`config.mk`:
```
export PLATFORM = sky130hd
export DESIGN_NAME = fm_chip
export DESIGN_NICKNAME = d
export VERILOG_FILES = /design/src/fm_regs_pkg.sv /design/src/fm_timing_pkg.sv /design/src/fm_mmr.sv /design/src/fm_timers.sv /design/src/fm_voice.sv /design/src/fm_chip.sv
export SDC_FILE = /design/constraint.sdc
export NUM_CORES = 1
export LEC_CHECK = 0
export BUFFER_PORTS_ARGS = -buffer_cell sky130_fd_sc_hd__buf_2
export CAP_MARGIN = 10
export CORE_MARGIN = 5
export CORE_UTILIZATION = 38
export CTS_BUF_LIST = sky130_fd_sc_hd__clkbuf_8
export CTS_CLUSTER_DIAMETER = 80
export CTS_CLUSTER_SIZE = 14
export DETAILED_ROUTE_END_ITERATION = 6
export PLACE_DENSITY = 0.65
export RECOVER_POWER = 25
export SYNTH_ARGS = -nofsm -noshare
export SYNTH_HDL_FRONTEND = slang
export SYNTH_HIERARCHICAL = 1
export SYNTH_SLANG_ARGS = --single-unit
```
`constraint.sdc`:
```
create_clock -name clk -period 2.4 [get_ports clk]
set_clock_uncertainty 0.2 [all_clocks]
set_input_delay 0.72 -clock clk [delete_from_list [all_inputs] [get_ports clk]]
set_output_delay 0.72 -clock clk [all_outputs]
set_load 0.02 [all_outputs]
```
`src/fm_regs_pkg.sv`:
```
/*
 * register map of the sound chip
 * decoded register addresses as an enum, timer control bit positions,
 * pin and pan bit positions, level shift width
 */

package fm_regs_pkg;

    // registers the decoder acts on, anything else is dropped
    typedef enum logic [7:0] {
        ADDR_CLKA_HI    = 8'h10,    // timer A value 9..2
        ADDR_CLKA_LO    = 8'h11,    // timer A value 1..0
        ADDR_CLKB       = 8'h12,
        ADDR_TIMER_CTRL = 8'h14,
        ADDR_CT         = 8'h1B,
        ADDR_PAN        = 8'h20,
        ADDR_INC_HI     = 8'h28,
        ADDR_INC_LO     = 8'h30,
        ADDR_ATTEN      = 8'h60
    } reg_addr_e;

    // timer control register
    localparam int CTRL_RUN_A    = 0;
    localparam int CTRL_RUN_B    = 1;
    localparam int CTRL_IRQ_EN_A = 2;
    localparam int CTRL_IRQ_EN_B = 3;
    localparam int CTRL_CLR_A    = 4;   // write 1 to clear flag A
    localparam int CTRL_CLR_B    = 5;

    // CT register, output pins
    localparam int CT1_BIT = 6;
    localparam int CT2_BIT = 7;

    // pan register
    localparam int PAN_LEFT_BIT  = 6;
    localparam int PAN_RIGHT_BIT = 7;

    localparam int ATTEN_W = 3;     // level shift field, bits 2..0

endpackage

```
`src/fm_timing_pkg.sv`:
```
/*
 * timing constants and widths
 * busy hold-off, sample divider, timer widths and prescaler, voice widths
 */

package fm_timing_pkg;

    localparam int BUSY_CEN = 16;           // cen ticks of busy after a data write
    localparam int BUSY_W   = $clog2(BUSY_CEN + 1);
    localparam logic [BUSY_W-1:0] BUSY_LOAD = BUSY_W'(BUSY_CEN);

    localparam int SAMPLE_DIV = 32;         // cen ticks per output sample
    localparam int SAMPLE_W   = $clog2(SAMPLE_DIV);
    localparam logic [SAMPLE_W-1:0] SAMPLE_LAST = SAMPLE_W'(SAMPLE_DIV - 1);

    localparam int TIMER_A_W = 10;
    localparam int TIMER_B_W = 8;

    localparam int TIMER_B_PRESCALE = 16;   // cen ticks per timer B count
    localparam int PRESCALE_W       = $clog2(TIMER_B_PRESCALE);
    localparam logic [PRESCALE_W-1:0] PRESCALE_LAST = PRESCALE_W'(TIMER_B_PRESCALE - 1);

    localparam int PHASE_W = 16;
    localparam logic signed [15:0] AMP_FULL = 16'sh4000;   // square level before shift

endpackage

```
`src/fm_mmr.sv`:
```
/*
 * host bus decoder and register file
 * address latch, data write decode, timer/voice/pin registers,
 * one-cycle flag clear pulses and the busy hold-off counter
 */

module fm_mmr (
    input  logic                                clk,
    input  logic                                cen,
    input  logic                                rst_n,
    input  logic                                a0,
    input  logic                                write,
    input  logic [7:0]                          din,
    output logic                                busy,
    output logic                                ct1,
    output logic                                ct2,
    output logic [fm_timing_pkg::TIMER_A_W-1:0] value_a,
    output logic [fm_timing_pkg::TIMER_B_W-1:0] value_b,
    output logic                                run_a,
    output logic                                run_b,
    output logic                                irq_en_a,
    output logic                                irq_en_b,
    output logic                                clr_flag_a,
    output logic                                clr_flag_b,
    output logic [fm_timing_pkg::PHASE_W-1:0]   phase_inc,
    output logic                                pan_left,
    output logic                                pan_right,
    output logic [fm_regs_pkg::ATTEN_W-1:0]     atten
);

    logic [7:0]                       sel_addr;   // last address byte from the host
    logic [fm_timing_pkg::BUSY_W-1:0] busy_cnt;
    logic                             data_wr;

    // data writes while busy are lost, the host has to poll status
    assign data_wr = write && a0 && !busy;

    always_ff @(posedge clk) begin
        if (!rst_n) begin
            sel_addr <= '0;
        end else if (write && !a0) begin
            sel_addr <= din;
        end
    end

    // busy hold-off, counts cen-high cycles only
    always_ff @(posedge clk) begin
        if (!rst_n) begin
            busy     <= 1'b0;
            busy_cnt <= '0;
        end else if (data_wr) begin
            busy     <= 1'b1;
            busy_cnt <= fm_timing_pkg::BUSY_LOAD;
        end else if (cen && busy_cnt != '0) begin
            busy_cnt <= busy_cnt - 1'b1;
            if (busy_cnt == 1) begin
                busy <= 1'b0;   // last tick of the hold-off
            end
        end
    end

    always_ff @(posedge clk) begin
        if (!rst_n) begin
            ct1        <= 1'b0;
            ct2        <= 1'b0;
            value_a    <= '0;
            value_b    <= '0;
            run_a      <= 1'b0;
            run_b      <= 1'b0;
            irq_en_a   <= 1'b0;
            irq_en_b   <= 1'b0;
            clr_flag_a <= 1'b0;
            clr_flag_b <= 1'b0;
            phase_inc  <= '0;
            pan_left   <= 1'b0;
            pan_right  <= 1'b0;
            atten      <= '0;
        end else begin
            clr_flag_a <= 1'b0; // pulses last one cycle
            clr_flag_b <= 1'b0;
            if (data_wr) begin
                case (sel_addr)
                    fm_regs_pkg::ADDR_CT: begin
                        ct1 <= din[fm_regs_pkg::CT1_BIT];
                        ct2 <= din[fm_regs_pkg::CT2_BIT];
                    end
                    fm_regs_pkg::ADDR_CLKA_HI: value_a[fm_timing_pkg::TIMER_A_W-1:2] <= din;
                    fm_regs_pkg::ADDR_CLKA_LO: value_a[1:0] <= din[1:0];
                    fm_regs_pkg::ADDR_CLKB:    value_b <= din;
                    fm_regs_pkg::ADDR_TIMER_CTRL: begin
                        run_a      <= din[fm_regs_pkg::CTRL_RUN_A];
                        run_b      <= din[fm_regs_pkg::CTRL_RUN_B];
                        irq_en_a   <= din[fm_regs_pkg::CTRL_IRQ_EN_A];
                        irq_en_b   <= din[fm_regs_pkg::CTRL_IRQ_EN_B];
                        clr_flag_a <= din[fm_regs_pkg::CTRL_CLR_A];
                        clr_flag_b <= din[fm_regs_pkg::CTRL_CLR_B];
                    end
                    fm_regs_pkg::ADDR_PAN: begin
                        pan_left  <= din[fm_regs_pkg::PAN_LEFT_BIT];
                        pan_right <= din[fm_regs_pkg::PAN_RIGHT_BIT];
                    end
                    fm_regs_pkg::ADDR_INC_HI: phase_inc[fm_timing_pkg::PHASE_W-1:8] <= din;
                    fm_regs_pkg::ADDR_INC_LO: phase_inc[7:0] <= din;
                    fm_regs_pkg::ADDR_ATTEN:  atten <= din[fm_regs_pkg::ATTEN_W-1:0];
                    default: ;  // unmapped address, write dropped
                endcase
            end
        end
    end

    // busy and its counter have to stay in step
    busy_cnt_consistent: assert property (
        @(posedge clk) disable iff (!rst_n) busy |-> (busy_cnt != '0)
    );

endmodule

```
`src/fm_timers.sv`:
```
/*
 * interval timers A and B
 * reloading up-counters, timer B prescaler, sticky overflow flags, irq_n
 */

module fm_timers (
    input  logic                                clk,
    input  logic                                cen,
    input  logic                                rst_n,
    input  logic [fm_timing_pkg::TIMER_A_W-1:0] value_a,
    input  logic [fm_timing_pkg::TIMER_B_W-1:0] value_b,
    input  logic                                run_a,
    input  logic                                run_b,
    input  logic                                irq_en_a,
    input  logic                                irq_en_b,
    input  logic                                clr_flag_a,
    input  logic                                clr_flag_b,
    output logic                                flag_a,
    output logic                                flag_b,
    output logic                                irq_n
);

    logic [fm_timing_pkg::TIMER_A_W-1:0]  cnt_a;
    logic [fm_timing_pkg::TIMER_B_W-1:0]  cnt_b;
    logic [fm_timing_pkg::PRESCALE_W-1:0] pre_cnt;
    logic                                 run_a_d;
    logic                                 run_b_d;
    logic                                 load_a;
    logic                                 load_b;
    logic                                 tick_b;
    logic                                 ovf_a;
    logic                                 ovf_b;

    assign load_a = run_a && !run_a_d;     // run rising edge
    assign load_b = run_b && !run_b_d;
    assign tick_b = cen && (pre_cnt == fm_timing_pkg::PRESCALE_LAST);

    // overflow is the count after all ones
    assign ovf_a = run_a && !load_a && cen && (cnt_a == '1);
    assign ovf_b = run_b && !load_b && tick_b && (cnt_b == '1);

    always_ff @(posedge clk) begin
        if (!rst_n) begin
            run_a_d <= 1'b0;
            run_b_d <= 1'b0;
            pre_cnt <= '0;
            cnt_a   <= '0;
            cnt_b   <= '0;
        end else begin
            run_a_d <= run_a;
            run_b_d <= run_b;
            if (cen) pre_cnt <= pre_cnt + 1'b1;   // free running

            if (load_a || ovf_a)        cnt_a <= value_a;
            else if (run_a && cen)      cnt_a <= cnt_a + 1'b1;

            if (load_b || ovf_b)        cnt_b <= value_b;
            else if (run_b && tick_b)   cnt_b <= cnt_b + 1'b1;
        end
    end

    always_ff @(posedge clk) begin
        if (!rst_n) begin
            flag_a <= 1'b0;
            flag_b <= 1'b0;
            irq_n  <= 1'b1;
        end else begin
            if (clr_flag_a)               flag_a <= 1'b0;
            else if (ovf_a && irq_en_a)   flag_a <= 1'b1;
            if (clr_flag_b)               flag_b <= 1'b0;
            else if (ovf_b && irq_en_b)   flag_b <= 1'b1;
            irq_n <= !(flag_a || flag_b);
        end
    end

    // a disabled timer never raises its flag
    flag_a_needs_en: assert property (
        @(posedge clk) disable iff (!rst_n) $rose(flag_a) |-> $past(irq_en_a)
    );
    flag_b_needs_en: assert property (
        @(posedge clk) disable iff (!rst_n) $rose(flag_b) |-> $past(irq_en_b)
    );

endmodule

```
`src/fm_voice.sv`:
```
/*
 * single tone voice
 * sample strobe divider, phase accumulator, square level with shift and pan,
 * offset-binary DAC outputs
 */

module fm_voice (
    input  logic                              clk,
    input  logic                              cen,
    input  logic                              rst_n,
    input  logic [fm_timing_pkg::PHASE_W-1:0] phase_inc,
    input  logic                              pan_left,
    input  logic                              pan_right,
    input  logic [fm_regs_pkg::ATTEN_W-1:0]   atten,
    output logic                              sample,
    output logic signed [15:0]                left,
    output logic signed [15:0]                right,
    output logic [15:0]                       dac_left,
    output logic [15:0]                       dac_right
);

    logic [fm_timing_pkg::SAMPLE_W-1:0] div_cnt;
    logic [fm_timing_pkg::PHASE_W-1:0]  phase;
    logic [fm_timing_pkg::PHASE_W-1:0]  phase_next;
    logic                               tick;
    logic signed [15:0]                 level;
    logic signed [15:0]                 level_sh;

    assign tick       = cen && (div_cnt == fm_timing_pkg::SAMPLE_LAST);
    assign phase_next = phase + phase_inc;

    // first half of the cycle is positive
    assign level    = phase_next[fm_timing_pkg::PHASE_W-1] ? -fm_timing_pkg::AMP_FULL
                                                            : fm_timing_pkg::AMP_FULL;
    assign level_sh = level >>> atten;

    always_ff @(posedge clk) begin
        if (!rst_n) begin
            div_cnt <= '0;
            sample  <= 1'b0;
            phase   <= '0;
            left    <= '0;
            right   <= '0;
        end else begin
            if (cen) div_cnt <= div_cnt + 1'b1;   // wraps at SAMPLE_DIV
            sample <= tick;
            if (tick) begin
                phase <= phase_next;
                left  <= pan_left  ? level_sh : 16'sd0;
                right <= pan_right ? level_sh : 16'sd0;
            end
        end
    end

    // flip the sign bit for an unsigned converter
    assign dac_left  = {~left[15],  left[14:0]};
    assign dac_right = {~right[15], right[14:0]};

    sample_one_cycle: assert property (
        @(posedge clk) disable iff (!rst_n) sample |=> !sample
    );

endmodule

```
`src/fm_chip.sv`:
```
/*
 * sound chip top level
 * register file, timers and voice, host write strobe and status byte
 */

module fm_chip (
    input  logic               clk,
    input  logic               cen,
    input  logic               rst_n,
    input  logic               cs_n,
    input  logic               wr_n,
    input  logic               a0,
    input  logic [7:0]         din,
    output logic [7:0]         dout,
    output logic               ct1,
    output logic               ct2,
    output logic               irq_n,
    output logic               sample,
    output logic signed [15:0] left,
    output logic signed [15:0] right,
    output logic [15:0]        dac_left,
    output logic [15:0]        dac_right
);

    logic                                write;
    logic                                busy;
    logic [fm_timing_pkg::TIMER_A_W-1:0] value_a;
    logic [fm_timing_pkg::TIMER_B_W-1:0] value_b;
    logic                                run_a, run_b;
    logic                                irq_en_a, irq_en_b;
    logic                                clr_flag_a, clr_flag_b;
    logic                                flag_a, flag_b;
    logic [fm_timing_pkg::PHASE_W-1:0]   phase_inc;
    logic                                pan_left, pan_right;
    logic [fm_regs_pkg::ATTEN_W-1:0]     atten;

    assign write = !cs_n && !wr_n;
    assign dout  = {busy, 5'h0, flag_b, flag_a};   // status byte, always readable

    fm_mmr u_mmr (
        .clk(clk), .cen(cen), .rst_n(rst_n),
        .a0(a0), .write(write), .din(din),
        .busy(busy), .ct1(ct1), .ct2(ct2),
        .value_a(value_a), .value_b(value_b),
        .run_a(run_a), .run_b(run_b),
        .irq_en_a(irq_en_a), .irq_en_b(irq_en_b),
        .clr_flag_a(clr_flag_a), .clr_flag_b(clr_flag_b),
        .phase_inc(phase_inc), .pan_left(pan_left), .pan_right(pan_right),
        .atten(atten)
    );

    fm_timers u_timers (
        .clk(clk), .cen(cen), .rst_n(rst_n),
        .value_a(value_a), .value_b(value_b),
        .run_a(run_a), .run_b(run_b),
        .irq_en_a(irq_en_a), .irq_en_b(irq_en_b),
        .clr_flag_a(clr_flag_a), .clr_flag_b(clr_flag_b),
        .flag_a(flag_a), .flag_b(flag_b), .irq_n(irq_n)
    );

    fm_voice u_voice (
        .clk(clk), .cen(cen), .rst_n(rst_n),
        .phase_inc(phase_inc), .pan_left(pan_left), .pan_right(pan_right),
        .atten(atten),
        .sample(sample), .left(left), .right(right),
        .dac_left(dac_left), .dac_right(dac_right)
    );

endmodule

```
==> results.txt <==
----------------------------------------------------
[Run status]
  Status ... finished, final reports clean

[Synthesis]
  Warning count from the yosys run ... 6
  Area of the mapped netlist ... approximately 6700 um2
  Count of different cell masters after synthesis ... 75
  Fraction of registers with async set/reset ... 0
  Top cell types by occurrence after synthesis ... sky130_fd_sc_hd__dfxtp_1, sky130_fd_sc_hd__nand2_1, sky130_fd_sc_hd__buf_4, sky130_fd_sc_hd__mux2i_1, sky130_fd_sc_hd__nor2_1
  Cell type contributing the most total cell area after synthesis ... sky130_fd_sc_hd__dfxtp_1
  Gate count after technology mapping ... 750
  Share of synthesized area occupied by flip-flops and latches ... 0.384
  Average instance area after synthesis ... ~8.9 um2
  Share of Yosys cell area claimed by the top area cell type ... 0.384
  Count of flip-flops with a built-in enable after synthesis ... 0
  Top area cells in the synthesized netlist ... sky130_fd_sc_hd__dfxtp_1, sky130_fd_sc_hd__mux2i_1, sky130_fd_sc_hd__nand2_1
  Flop and latch count out of synthesis ... 128
  Top-count cell post-synth ... sky130_fd_sc_hd__dfxtp_1
  Commonest register cell after synthesis ... sky130_fd_sc_hd__dfxtp_1

[Global routing]
  Antenna violations before repair ... 0
  Number of global-route vias before repair ... 4878
  GRT Total Usage ... 0.145
  Pin count of the biggest net entering global routing ... 72
  First-pass GRT wire length ... 23.8 mm
  Total congestion overflow after global routing ... 0

[STA]
  Tightest slew margin relative to the limit ... 0.327
  Maximum operating frequency ... 0.424 GHz
  Worst setup margin ... 0.0432 ns
  Slew Limit Fails ... 0
  Final setup viols ... 0
  Post-layout min period ... ~2.4 ns
  Final sum of negative setup slack ... 0 ns
  Final Hold Viols ... 0
  Slew at the pin closest to its max-slew limit ... 1.01 ns
  Share of the clock period used by the worst path ... 0.982

[Worst setup path]
  Critical path data required time ... 2.52 ns
  Element type at the critical path end ... flip-flop
  Dominant delay contributor by cell family on the critical path ... simple AND/OR/NAND/NOR gates
  Critical path cell sequence ... ha_1, and3_1, ha_1, and2_0, nand2_2, inv_2, and2_1, a32oi_1, o31ai_2
  CP arrival ... ~2.5 ns
  Critical path's slowest cell ... sky130_fd_sc_hd__dfxtp_1
  Stage delay of the slowest cell on the critical path ... around 0.34 ns
  Biggest fanout along the worst timing path ... 6
  Launching instance or port of the critical path ... u_voice/div_cnt[0]$_SDFFE_PN0P_
  Launch point of the worst reg-to-reg path ... u_voice/div_cnt[0]$_SDFFE_PN0P_
  Critical path buffer and inverter count ... 1
  Critical setup path kind ... reg -> reg
  Critical Path Source Type ... flip-flop
  Most frequent CP cell ... sky130_fd_sc_hd__ha_1

[Detailed routing]
  Detail-routed net length per standard cell ... approximately 14 um
  Avg Vias per Cell ... roughly 5.0
  Routed wl met3 ... 675 um
  Starting DRT DRC Count ... 282
  Routed length on met1 ... around 7.3 mm
  Number of search-and-repair iterations in the first detailed-routing pass ... 4
  Uppermost signal routing layer after detailed routing ... met4
  Remaining design rule violation count ... 0
  Count of nets left with antenna violations after detail routing ... 0
  Routed length on met2 ... 6.76 mm
  Total wirelength of the detailed-routed design ... 14.9 mm
  Total number of vias ... 5285

[Clock tree]
  Total clock buffers created by CTS ... 17
  Clock tree from TritonCTS ... done
  Buffer depth of the longest clock path ... 2
  Latest clock arrival within the worst-skew pair ... 0.44 ns
  Clock sink count ... 128
  Clock tree root driver cell ... sky130_fd_sc_hd__clkbuf_8
  Clock transition at the registers of the reported paths ... 0.08 ns
  Quantity of hold-fixing buffers added after cts ... 0
  Number of H-tree branching levels ... 4

[Finish]
  Fillers ... 1682
  Antenna diode count ... 0
  Share of layout cells above drive strength 1 ... 0.209
  Footprint of the flip-flops and latches ... 2560 um2
  Final Core Density ... 0.448
  Final design area excluding fillers ... 7720 um2
  Net count, final ... 852
  Area of the multi-input gates ... ~3800 um2
  Number of standard cells in the final layout excluding fillers ... 1051
  Layout overhead on the synthesized area ... 15.7%

[Placement]
  Buffers on Ports ... 56
  Placed Instance Area ... approximately 7100 um2
  Total half-perimeter wirelength after legalization and detailed placement ... 10.5 mm
  Post-placement worst setup slack ... -0.0209 ns
  Routability Congestion ... between 0.8 and 0.9
  Cell total after placement ... 1017

[Power]
  Peak supply drop ... 0.322 mV
  Power per cell area ... 554 nW/um2
  Leakage ... 0.00297 uW

[Floorplan]
  Die extent in x ... 142 um
  Num rows ... 48
  Vert. Die Dim ... 142 um
  Top-level port count ... 90
  Starting density of the core ... 0.387
  Die ar. ... 20300 um2
  Core Box Area ... 17200 um2

[Flow run]
  Number of violations of the max-capacitance limit ... 0

[Hold path]
  Hold crit path type ... reg -> reg
  Launch point of the worst hold path ... u_mmr/clr_flag_a$_SDFF_PN0_

----------------------------------------------------
[state kept, by name, summed over array words and instances, names as in the netlist, 3 cells and up]
register,flops
u_voice/phase,16
u_timers/pre_cnt,4
u_mmr/phase_inc,16
u_mmr/busy_cnt,5
u_voice/left,9
u_timers/cnt_a,10
u_voice/div_cnt,5
u_mmr/atten,3
u_timers/cnt_b,8
u_mmr/value_a,10
u_mmr/value_b,8
u_mmr/sel_addr,8
u_voice/right,9
[power breakdown]
part	total, uW	leakage, uW	switching, uW	internal (uW)
Combinational	294	0.00175	191	103
Clock	1790	0.000187	837	956
Sequential	2190	0.00103	33.2	2150
[routing by layer]
| metal | GRT usage | vias up |
|---|---|---|
| li1 | - | 2703 |
| met3 | 0.0353 | 20 |
| met4 | 0.0460 | 0 |
| met2 | 0.221 | 105 |
| met1 | 0.202 | 2457 |
| met5 | 0 | - |
[path summary, 6_finish.rpt]
check | endpoint | slack, ns | cells after the start
min | u_timers/flag_a$_SDFFE_PP0P_ | 0.23 | 1
min reg2reg | u_timers/flag_a$_SDFFE_PP0P_ | 0.23 | 1
max reg2reg | u_voice/right[13]$_SDFFE_PN0P_ | 0.04 | 9
max | u_voice/right[13]$_SDFFE_PN0P_ | 0.04 | 9
[through the flow]
step,hold WS (ns),power (uW)
2_1_floorplan,0.173,2490
3_3_place_gp,0.214,2530
3_5_place_dp,0.217,2530
4_1_cts,0.234,4330
5_1_grt,0.252,4460
6_report,0.232,4270
[what timing repair did]
item	4_1_cts	5_1_grt
pin swaps	1	12
cloned	0	1
endpoints found under the setup margin	6	10
hold endpoints to repair	0	0
resized for setup	2	34
buffers inserted	1	2
[worst register-to-register path, delay by kind of cell (launching register included)]
family / cells / cell delay [ns]
simple gates: 4 / 0.79
fa+ha+maj: 2 / 0.42
compound gates: 2 / 0.40
flops: 1 / 0.34
buf+inv: 1 / 0.08
[cells by family (layout without fill, tap and decap cells)]
group | count (synthesis) | count (layout) | synth area share
flip-flops | 128 | 128 | 0.384
multiplexers | 50 | 50 | 0.0750
XOR/XNOR | 25 | 25 | 0.0328
buffers and inverters | 102 | 146 | 0.0917
other | 2 | 33 | 0.00113
AO/OA/AOI/OAI | 143 | 143 | 0.152
AND/OR/NAND/NOR | 277 | 278 | 0.219
adder cells (fa/ha/maj) | 23 | 23 | 0.0443
[layout by cell type (no fill, tap or decap), drive strengths merged, types with 15 or more instances in the layout]
master	instances
buf	84
a21oi	30
nand3	17
clkbuf	30
inv	22
a21boi	15
mux2i	50
a211oi	15
nor3	19
xnor2	16
nor2	33
ha	22
o21ai	30
nand2	119
dfxtp	128
conb	33
[area by class of cell]
class,count,area share
clock buffer,19,0.0339
tap,225,0.0365
sequential,128,0.332
multi-input combinational,552,0.495
inverter,21,0.0102
timing repair buffer,95,0.0768
clock inverter,11,0.0152
(Power assumes the default switching activity.)
